## src/hdl/ship_kbd_pkg.sv

```systemverilog
// scan-code type and constants, frame sizes, receiver/tracker/command enums, seven-segment patterns
package ship_kbd_pkg;

	typedef logic [7:0] scan_t;   // one byte off the ps2 line
	typedef logic [6:0] seg_t;    // active low, bit 0 is segment a

	// special codes seen by the mode tracker
	localparam scan_t scan_break   = 8'hf0; // key release prefix
	localparam scan_t scan_shift_l = 8'h12;
	localparam scan_t scan_shift_r = 8'h59;
	localparam scan_t scan_caps    = 8'h58;

	localparam logic [3:0] frame_bits   = 4'd10; // 8 data + parity + stop, start bit not counted
	localparam int unsigned filter_len  = 8;     // ps2c samples needed before the filter flips
	localparam logic [1:0] caps_presses = 2'd3;  // caps codes left after the first press

	// receiver fsm
	typedef enum logic {
		rx_idle,
		rx_shift
	} rx_state_e;

	// key mode tracker
	typedef enum logic [2:0] {
		mode_lower,             // plain keys
		mode_skip_break,        // drop make code after F0
		mode_shift,             // shift held
		mode_skip_shift_break,  // after F0 in shift, check for shift release
		mode_caps,              // caps lock active
		mode_skip_caps_break    // after F0 in caps, count caps releases
	} key_mode_e;

	// ship commands, 0 is unused
	typedef enum logic [3:0] {
		cmd_left      = 4'd1,
		cmd_right     = 4'd2,
		cmd_down      = 4'd3,
		cmd_up        = 4'd4,
		cmd_fire      = 4'd5,
		cmd_alt_up    = 4'd6,  // arrow keys, second player set
		cmd_alt_left  = 4'd7,
		cmd_alt_down  = 4'd8,
		cmd_alt_right = 4'd9
	} ship_cmd_e;

	// key table, one make code per command
	localparam scan_t key_a           = 8'h1c;
	localparam scan_t key_d           = 8'h23;
	localparam scan_t key_s           = 8'h1b;
	localparam scan_t key_w           = 8'h1d;
	localparam scan_t key_space       = 8'h29;
	localparam scan_t key_up_arrow    = 8'h75;
	localparam scan_t key_left_arrow  = 8'h6b;
	localparam scan_t key_down_arrow  = 8'h72;
	localparam scan_t key_right_arrow = 8'h74;

	// hex digit patterns per command
	localparam seg_t seg_left  = 7'b1011111;
	localparam seg_t seg_right = 7'b1111101;
	localparam seg_t seg_down  = 7'b0111111;
	localparam seg_t seg_up    = 7'b1111110;
	localparam seg_t seg_fire  = 7'b1110111;
	localparam seg_t seg_other = 7'b1101011; // all alternate commands

endpackage

```

## src/hdl/ps2_rx.sv

```systemverilog
// ps2 receiver with ps2c de-glitch filter, falling-edge detect and 11-bit frame shift fsm
`timescale 1ns/1ps

module ps2_rx
(
	input  logic                clk,
	input  logic                reset,
	input  logic                ps2c,     // async keyboard clock
	input  logic                ps2d,     // async keyboard data
	output ship_kbd_pkg::scan_t rx_data,  // data bits of last frame
	output logic                rx_done   // one cycle at end of frame
);

	localparam int unsigned cnt_w = $bits(ship_kbd_pkg::frame_bits);

	// clock filter
	logic [ship_kbd_pkg::filter_len-1:0] filter_reg;
	logic [ship_kbd_pkg::filter_len-1:0] filter_next;
	logic filt_val;       // de-glitched ps2c
	logic filt_val_next;
	logic neg_edge;       // filtered ps2c going 1 -> 0

	// frame fsm
	ship_kbd_pkg::rx_state_e state_reg;
	ship_kbd_pkg::rx_state_e state_next;
	logic [cnt_w-1:0] bit_cnt;        // bits still to come
	logic [cnt_w-1:0] bit_cnt_next;
	logic [ship_kbd_pkg::frame_bits:0] shift_reg;   // stop, parity, data, stale lsb
	logic [ship_kbd_pkg::frame_bits:0] shift_next;

	// newest sample enters at the top
	assign filter_next = {ps2c, filter_reg[ship_kbd_pkg::filter_len-1:1]};

	// flips only on a full run of equal samples and holds otherwise
	always_comb
	begin
		filt_val_next = filt_val;
		if (filter_reg == '1)
			filt_val_next = 1'b1;
		else if (filter_reg == '0)
			filt_val_next = 1'b0;
	end

	assign neg_edge = filt_val & ~filt_val_next;

	always_ff @(posedge clk or posedge reset)
	begin
		if (reset)
		begin
			filter_reg <= '0;
			filt_val   <= 1'b0;
		end
		else
		begin
			filter_reg <= filter_next;
			filt_val   <= filt_val_next;
		end
	end

	always_ff @(posedge clk or posedge reset)
	begin
		if (reset)
		begin
			state_reg <= ship_kbd_pkg::rx_idle;
			bit_cnt   <= '0;
		end
		else
		begin
			state_reg <= state_next;
			bit_cnt   <= bit_cnt_next;
		end
	end

	// frame data shifter
	always_ff @(posedge clk)
	begin
		shift_reg <= shift_next;
	end

	always_comb
	begin
		state_next   = state_reg;
		bit_cnt_next = bit_cnt;
		shift_next   = shift_reg;
		rx_done      = 1'b0;
		unique case (state_reg)
			ship_kbd_pkg::rx_idle:
			begin
				if (neg_edge) // start bit
				begin
					bit_cnt_next = ship_kbd_pkg::frame_bits;
					state_next   = ship_kbd_pkg::rx_shift;
				end
			end
			ship_kbd_pkg::rx_shift:
			begin
				if (bit_cnt == '0) // stop bit already in
				begin
					rx_done    = 1'b1;
					state_next = ship_kbd_pkg::rx_idle;
				end
				else if (neg_edge)
				begin
					shift_next   = {ps2d, shift_reg[ship_kbd_pkg::frame_bits:1]}; // lsb first
					bit_cnt_next = bit_cnt - 1'b1;
				end
			end
			default:
				state_next = ship_kbd_pkg::rx_idle;
		endcase
	end

	// parity at bit 9 and stop at bit 10 go unchecked
	assign rx_data = shift_reg[8:1];

endmodule

```

## src/hdl/key_mode_fsm.sv

```systemverilog
// key mode tracker: break-code skipping, shift and caps-lock modes, valid key pulse, case level
`timescale 1ns/1ps

module key_mode_fsm
(
	input  logic                clk,
	input  logic                reset,
	input  ship_kbd_pkg::scan_t rx_data,
	input  logic                rx_done,
	output ship_kbd_pkg::scan_t scan_code,
	output logic                key_valid,  // real key press, same cycle as rx_done
	output logic                upper_case
);

	ship_kbd_pkg::key_mode_e state_reg;
	ship_kbd_pkg::key_mode_e state_next;
	ship_kbd_pkg::scan_t shift_code;       // which shift key put us in shift mode
	ship_kbd_pkg::scan_t shift_code_next;
	logic [1:0] caps_cnt;                  // caps codes until caps mode ends
	logic [1:0] caps_cnt_next;

	logic is_shift;
	logic is_caps;
	logic is_break;

	// classify incoming code
	assign is_shift = (rx_data == ship_kbd_pkg::scan_shift_l) ||
		(rx_data == ship_kbd_pkg::scan_shift_r);
	assign is_caps  = (rx_data == ship_kbd_pkg::scan_caps);
	assign is_break = (rx_data == ship_kbd_pkg::scan_break);

	always_ff @(posedge clk or posedge reset)
	begin
		if (reset)
		begin
			state_reg  <= ship_kbd_pkg::mode_lower;
			shift_code <= '0;
			caps_cnt   <= '0;
		end
		else
		begin
			state_reg  <= state_next;
			shift_code <= shift_code_next;
			caps_cnt   <= caps_cnt_next;
		end
	end

	always_comb
	begin
		state_next      = state_reg;
		shift_code_next = shift_code;
		caps_cnt_next   = caps_cnt;
		key_valid       = 1'b0;
		unique case (state_reg)
			ship_kbd_pkg::mode_lower:
			begin
				if (rx_done)
				begin
					if (is_shift)
					begin
						shift_code_next = rx_data; // remember left or right
						state_next      = ship_kbd_pkg::mode_shift;
					end
					else if (is_caps)
					begin
						caps_cnt_next = ship_kbd_pkg::caps_presses;
						state_next    = ship_kbd_pkg::mode_caps;
					end
					else if (is_break)
						state_next = ship_kbd_pkg::mode_skip_break;
					else
						key_valid = 1'b1;
				end
			end
			ship_kbd_pkg::mode_skip_break:
			begin
				if (rx_done) // repeated make code of the released key
					state_next = ship_kbd_pkg::mode_lower;
			end
			ship_kbd_pkg::mode_shift:
			begin
				if (rx_done)
				begin
					if (is_break)
						state_next = ship_kbd_pkg::mode_skip_shift_break;
					else if (!is_shift && !is_caps) // typematic shift repeats dropped
						key_valid = 1'b1;
				end
			end
			ship_kbd_pkg::mode_skip_shift_break:
			begin
				if (rx_done)
				begin
					if (rx_data == shift_code) // shift let go
						state_next = ship_kbd_pkg::mode_lower;
					else                       // some other key released
						state_next = ship_kbd_pkg::mode_shift;
				end
			end
			ship_kbd_pkg::mode_caps:
			begin
				if (caps_cnt == '0)
					state_next = ship_kbd_pkg::mode_lower;
				if (rx_done)
				begin
					if (is_caps)
						caps_cnt_next = caps_cnt - 1'b1; // second press
					else if (is_break)
						state_next = ship_kbd_pkg::mode_skip_caps_break;
					else if (!is_shift)
						key_valid = 1'b1;
				end
			end
			ship_kbd_pkg::mode_skip_caps_break:
			begin
				if (rx_done)
				begin
					if (is_caps) // caps release counts too
						caps_cnt_next = caps_cnt - 1'b1;
					state_next = ship_kbd_pkg::mode_caps;
				end
			end
			default:
				state_next = ship_kbd_pkg::mode_lower;
		endcase
	end

	// moore, low in the skip states
	assign upper_case = (state_reg == ship_kbd_pkg::mode_shift) ||
		(state_reg == ship_kbd_pkg::mode_caps);

	assign scan_code = rx_data;

endmodule

```

## src/hdl/ship_command_decode.sv

```systemverilog
// ship command decoder: key table lookup on valid keys, registered command, segment pattern
`timescale 1ns/1ps

module ship_command_decode
(
	input  logic                    clk,
	input  logic                    reset,
	input  ship_kbd_pkg::scan_t     scan_code,
	input  logic                    key_valid,
	output ship_kbd_pkg::ship_cmd_e ship_cmd,
	output ship_kbd_pkg::seg_t      hex_seg
);

	ship_kbd_pkg::ship_cmd_e cmd_lookup; // table result for the current code

	// make code to command, anything unknown steers up
	always_comb
	begin
		case (scan_code)
			ship_kbd_pkg::key_a:           cmd_lookup = ship_kbd_pkg::cmd_left;
			ship_kbd_pkg::key_d:           cmd_lookup = ship_kbd_pkg::cmd_right;
			ship_kbd_pkg::key_s:           cmd_lookup = ship_kbd_pkg::cmd_down;
			ship_kbd_pkg::key_w:           cmd_lookup = ship_kbd_pkg::cmd_up;
			ship_kbd_pkg::key_space:       cmd_lookup = ship_kbd_pkg::cmd_fire;
			ship_kbd_pkg::key_up_arrow:    cmd_lookup = ship_kbd_pkg::cmd_alt_up;
			ship_kbd_pkg::key_left_arrow:  cmd_lookup = ship_kbd_pkg::cmd_alt_left;
			ship_kbd_pkg::key_down_arrow:  cmd_lookup = ship_kbd_pkg::cmd_alt_down;
			ship_kbd_pkg::key_right_arrow: cmd_lookup = ship_kbd_pkg::cmd_alt_right;
			default:                       cmd_lookup = ship_kbd_pkg::cmd_up;
		endcase
	end

	// hold last accepted command
	always_ff @(posedge clk or posedge reset)
	begin
		if (reset)
			ship_cmd <= ship_kbd_pkg::cmd_up;
		else if (key_valid)
			ship_cmd <= cmd_lookup;
	end

	// one hex digit shows the direction
	always_comb
	begin
		case (ship_cmd)
			ship_kbd_pkg::cmd_left:      hex_seg = ship_kbd_pkg::seg_left;
			ship_kbd_pkg::cmd_right:     hex_seg = ship_kbd_pkg::seg_right;
			ship_kbd_pkg::cmd_down:      hex_seg = ship_kbd_pkg::seg_down;
			ship_kbd_pkg::cmd_up:        hex_seg = ship_kbd_pkg::seg_up;
			ship_kbd_pkg::cmd_fire:      hex_seg = ship_kbd_pkg::seg_fire;
			ship_kbd_pkg::cmd_alt_up,
			ship_kbd_pkg::cmd_alt_left,
			ship_kbd_pkg::cmd_alt_down,
			ship_kbd_pkg::cmd_alt_right: hex_seg = ship_kbd_pkg::seg_other;
			default:                     hex_seg = ship_kbd_pkg::seg_other;
		endcase
	end

endmodule

```

## src/hdl/ship_kbd_top.sv

```systemverilog
// keyboard front end top: ps2 receiver, key mode tracker and ship command decoder
`timescale 1ns/1ps

module ship_kbd_top
(
	input  logic                    clk,
	input  logic                    reset,
	input  logic                    ps2c,
	input  logic                    ps2d,
	output ship_kbd_pkg::scan_t     scan_code,
	output logic                    key_valid,
	output logic                    upper_case,
	output ship_kbd_pkg::ship_cmd_e ship_cmd,
	output ship_kbd_pkg::seg_t      hex_seg
);

	ship_kbd_pkg::scan_t rx_data; // raw byte from receiver
	logic rx_done;

	ps2_rx i_ps2_rx (
		.clk     (clk),
		.reset   (reset),
		.ps2c    (ps2c),
		.ps2d    (ps2d),
		.rx_data (rx_data),
		.rx_done (rx_done)
	);

	key_mode_fsm i_key_mode_fsm (
		.clk        (clk),
		.reset      (reset),
		.rx_data    (rx_data),
		.rx_done    (rx_done),
		.scan_code  (scan_code),
		.key_valid  (key_valid),
		.upper_case (upper_case)
	);

	ship_command_decode i_ship_command_decode (
		.clk       (clk),
		.reset     (reset),
		.scan_code (scan_code),
		.key_valid (key_valid),
		.ship_cmd  (ship_cmd),
		.hex_seg   (hex_seg)
	);

endmodule

```

## config.mk

```make
export PLATFORM = sky130hd
export DESIGN_NAME = ship_kbd_top
export DESIGN_NICKNAME = d
export VERILOG_FILES = /design/src/hdl/ship_kbd_pkg.sv /design/src/hdl/ps2_rx.sv /design/src/hdl/key_mode_fsm.sv /design/src/hdl/ship_command_decode.sv /design/src/hdl/ship_kbd_top.sv
export SDC_FILE = /design/constraint.sdc
export NUM_CORES = 1
export LEC_CHECK = 0
export ABC_AREA = 1
export BUFFER_PORTS_ARGS = -buffer_cell sky130_fd_sc_hd__buf_2
export CAP_MARGIN = 30
export CORE_MARGIN = 3
export CORE_UTILIZATION = 52
export DETAILED_ROUTE_END_ITERATION = 12
export GPL_TIMING_DRIVEN = 1
export PLACE_DENSITY = 0.75
export SKIP_CTS_REPAIR_TIMING = 1
export SYNTH_ARGS = -nofsm -noshare
export SYNTH_HDL_FRONTEND = slang
export SYNTH_SLANG_ARGS = --single-unit
```

## constraint.sdc

```tcl
create_clock -name clk -period 1.7 [get_ports clk]
set_input_delay 0.17 -clock clk [delete_from_list [all_inputs] [get_ports clk]]
set_output_delay 0.17 -clock clk [all_outputs]
set_load 0.05 [all_outputs]
```

==> flow_summary.ini <==
[place]
detailedPlacementHpwl_um = 3101
place_area_sq_um = 2461
final_weighted_congestion_in_routability_driven_placement = 0.8440
detailedPlace.worstSlack_ns = 0.06456
port_bufs = 24

[power]
power_density_nw_per_um2 = 693.7
overall_power_w = 0.002016
peakVddDrop_mv = 0.5273
p_leak_nw = 1.471

[clocking]
clock-sinks = 41
cts_buffer_depth = 2
cts_root_buf = sky130_fd_sc_hd__clkbuf_8
worstSkewPairLatency_ns = 0.30
tritoncts.num_buffers = 5
clk_pin_slew_ns = 0.08
deepest_level_of_the_cts_h_tree = 2
tritoncts = done

[final_layout]
mostFrequentLayoutCell = sky130_fd_sc_hd__nand2_1
finalCoreUtilization_pct = 70.63
flip_flop_count_of_the_largest_register_all_copies_and_words_added = 10
post_route_cells_drive_above_1_share_pct = 35.40
post-route-cell-area_sq_um = 2907
antenna_cells_inserted = 0
layout.cells.most_common_list = 73 x sky130_fd_sc_hd__nand2_1, 32 x sky130_fd_sc_hd__buf_4, 28 x sky130_fd_sc_hd__dfrtp_1, 27 x sky130_fd_sc_hd__inv_1, 26 x sky130_fd_sc_hd__nor2_1
flow.area_growth_from_synthesis_pct = 28.13
finish.net_count = 344

[timing]
max_slew.worst_pin.slew_ns = 0.4014
final_hold_violations = 0
max_slew_margin_pct = 73.24
setup-tns-final_ns = -0.05611
fin_ws_ns = -0.05611
setup_repair_after_global_routing_missed_its_margin = yes
fin_crit_sh_pct = 103.3
setup_viol = 1
finalMaxSlewViolations = 0
final_period_minus_worst_setup_slack_ns = 1.756
max_freq_mhz = 569.4
timing.clock.skew_ns = 0.006618

[worst_setup_path]
timing_worst_setup_path_type = reg -> out
critPathMostFrequentCell = sky130_fd_sc_hd__nor2_4
list_of_cells_traversed_by_the_critical_path = nor2_1, nand2_1, nor2_2, nor2_4, o21ai_2, nor2_4, buf_8
critical_path_buf_inv_count = 1
r2r_slack_ns = 0.05
path_max_fanout = 5
critical_path.endpoint_type = output port
cp_top_family = simple AND/OR/NAND/NOR gates
critical_path_s_largest_stage_delay_ns = 0.50
worst_path_max_delay_cell = sky130_fd_sc_hd__edfxtp_1
critical_path_arrival_ns = 1.59
crit_required_ns = 1.53
worst_setup_path_start_kind = flop

[yosys]
synth.largest_area_cell = sky130_fd_sc_hd__dfrtp_1
mappedNetlistArea_sq_um = 2268
synth-seq-cells = 41
syn-num-nets = 287
netlist_top_cells_area = sky130_fd_sc_hd__dfrtp_1 33%, sky130_fd_sc_hd__nand2_1 13%, sky130_fd_sc_hd__edfxtp_1 13%
synth_area_per_cell_sq_um = 8.073
post-synth-top-area-fraction_pct = 33.09
ys_warn_count = 0
cells_after_synthesis = 281
synthDistinctLibCells = 29
synth-seq-area-share_pct = 47.49

[floorplanning]
start_util_pct = 55.12
num_rows = 23
die-width_um = 72.05
core_footprint_sq_um = 4115
die_height_um = 72.05
floorplan.io_pins = 25
dieArea_sq_um = 5191

[run_status]
outcome = finished, violations left
failed_checks = setup timing

[routing]
routed_wire_length_um = 4711
avgRoutedWirePerCell_um = 12.11
vias = 1929
drt_first_pass_iters = 4
drtIter0Drc = 130
antenna_violating_nets_post_route = 0
drc_errors = 0
post_dr_vias_cell = 4.959

[global_route]
grt_overflow_total = 0
gr-usage-all-layers_pct = 18.00
grt_max_degree = 32
grt_pass1_vias = 1696
number_of_antenna_violations_at_the_first_check_in_global_routing = 0
global_route_wire_length_before_repair_um = 7293

[min_path]
timing.hold.worst.class = in -> reg

[run]
cap_violations = 0
==> layout make-up <==
type | instances | area, sq um
Clock buffer | 6 | 72.57
Clock inverter | 2 | 38.79
Fill cell | 291 | 1209
Inverter | 41 | 155.1
Multi-Input combinational cell | 190 | 1081
Sequential cell | 41 | 1080
Tap cell | 50 | 62.56
Timing Repair Buffer | 59 | 416.7
==> logic make-up (layout without fill, tap and decap cells) <==
family	Yosys count	in the layout	share of synthesized area, %
buffers and inverters	50	108	9.817
AOI/OAI and AO/OA	24	24	5.681
xor gates and xnor gates	10	10	3.861
and+or+nand+nor	154	154	32.05
adders and majority gates	2	2	1.103
DFF	41	41	47.49
==> Yosys cell counts <==
cell type / count
sky130_fd_sc_hd__nand4_1: 3
sky130_fd_sc_hd__ha_1: 2
sky130_fd_sc_hd__nor3_1: 2
sky130_fd_sc_hd__dfrtp_1: 30
sky130_fd_sc_hd__nor2_1: 33
sky130_fd_sc_hd__nor2_8: 1
sky130_fd_sc_hd__nor2_2: 5
sky130_fd_sc_hd__o21a_1: 1
sky130_fd_sc_hd__a21oi_1: 4
sky130_fd_sc_hd__nand2_4: 2
sky130_fd_sc_hd__buf_4: 9
sky130_fd_sc_hd__inv_1: 31
sky130_fd_sc_hd__inv_2: 9
sky130_fd_sc_hd__xor2_1: 2
sky130_fd_sc_hd__dfstp_2: 1
sky130_fd_sc_hd__edfxtp_1: 10
sky130_fd_sc_hd__nand2_2: 7
sky130_fd_sc_hd__nor2_4: 3
sky130_fd_sc_hd__o21ai_2: 1
sky130_fd_sc_hd__o21ai_0: 9
sky130_fd_sc_hd__o21bai_1: 1
sky130_fd_sc_hd__nand3_1: 13
sky130_fd_sc_hd__clkinv_2: 1
sky130_fd_sc_hd__xnor2_1: 8
sky130_fd_sc_hd__nand2_1: 81
sky130_fd_sc_hd__o21ai_1: 8
sky130_fd_sc_hd__nand3_4: 2
sky130_fd_sc_hd__nand4_2: 1
sky130_fd_sc_hd__or2_1: 1
==> final timing paths <==
path                       depth (start not counted)                                 to              startpoint
max in group asynchronous                          4  i_ship_command_decode.ship_cmd[2]                   reset
hold / removal                                     1             i_ps2_rx.shift_reg[10]                    ps2d
min in group asynchronous                          4       i_key_mode_fsm.shift_code[6]                   reset
hold reg to reg                                    0             i_ps2_rx.filter_reg[1]  i_ps2_rx.filter_reg[2]
setup reg to reg                                  11        i_key_mode_fsm.state_reg[0]   i_ps2_rx.shift_reg[2]
setup / recovery                                   7                          key_valid   i_ps2_rx.shift_reg[4]
==> per-layer routing <==
metal / wire length, um / global-route usage [%] / up-vias
li1: - / - / 978
met1: 2059 / 22.54 / 891
met2: 2295 / 30.00 / 51
met3: 271 / 4.571 / 9
met4: 84 / 6.889 / 0
met5: 0 / 0 / -
==> worst reg2reg max path, delay by kind of cell (launching register included) <==
| family | cells | cell delay, ns |
|---|---|---|
| flip-flops | 1 | 0.49 |
| AND/OR/NAND/NOR | 8 | 0.74 |
| buffers and inverters | 3 | 0.36 |
==> report_power, final <==
| group | internal [W] | total, W | switching (W) | leakage (nW) |
|---|---|---|---|---|
| registers | 0.00103 | 0.00104 | 0.0000137 | 0.497 |
| logic | 0.0000446 | 0.000181 | 0.000136 | 0.919 |
| clock network | 0.000441 | 0.000795 | 0.000354 | 0.0554 |
| total | 0.00151 | 0.00202 | 0.000504 | 1.47 |
==> metrics by stage <==
step	std cells	hold slack [ns]
2_1_floorplan	281	0.2014
6_report	389	0.04625
3_3_place_gp	354	0.2708
4_1_cts	362	-0.04629
5_1_grt	389	0.02543
3_5_place_dp	354	0.2777
Power figures use the tool's default switching activity.
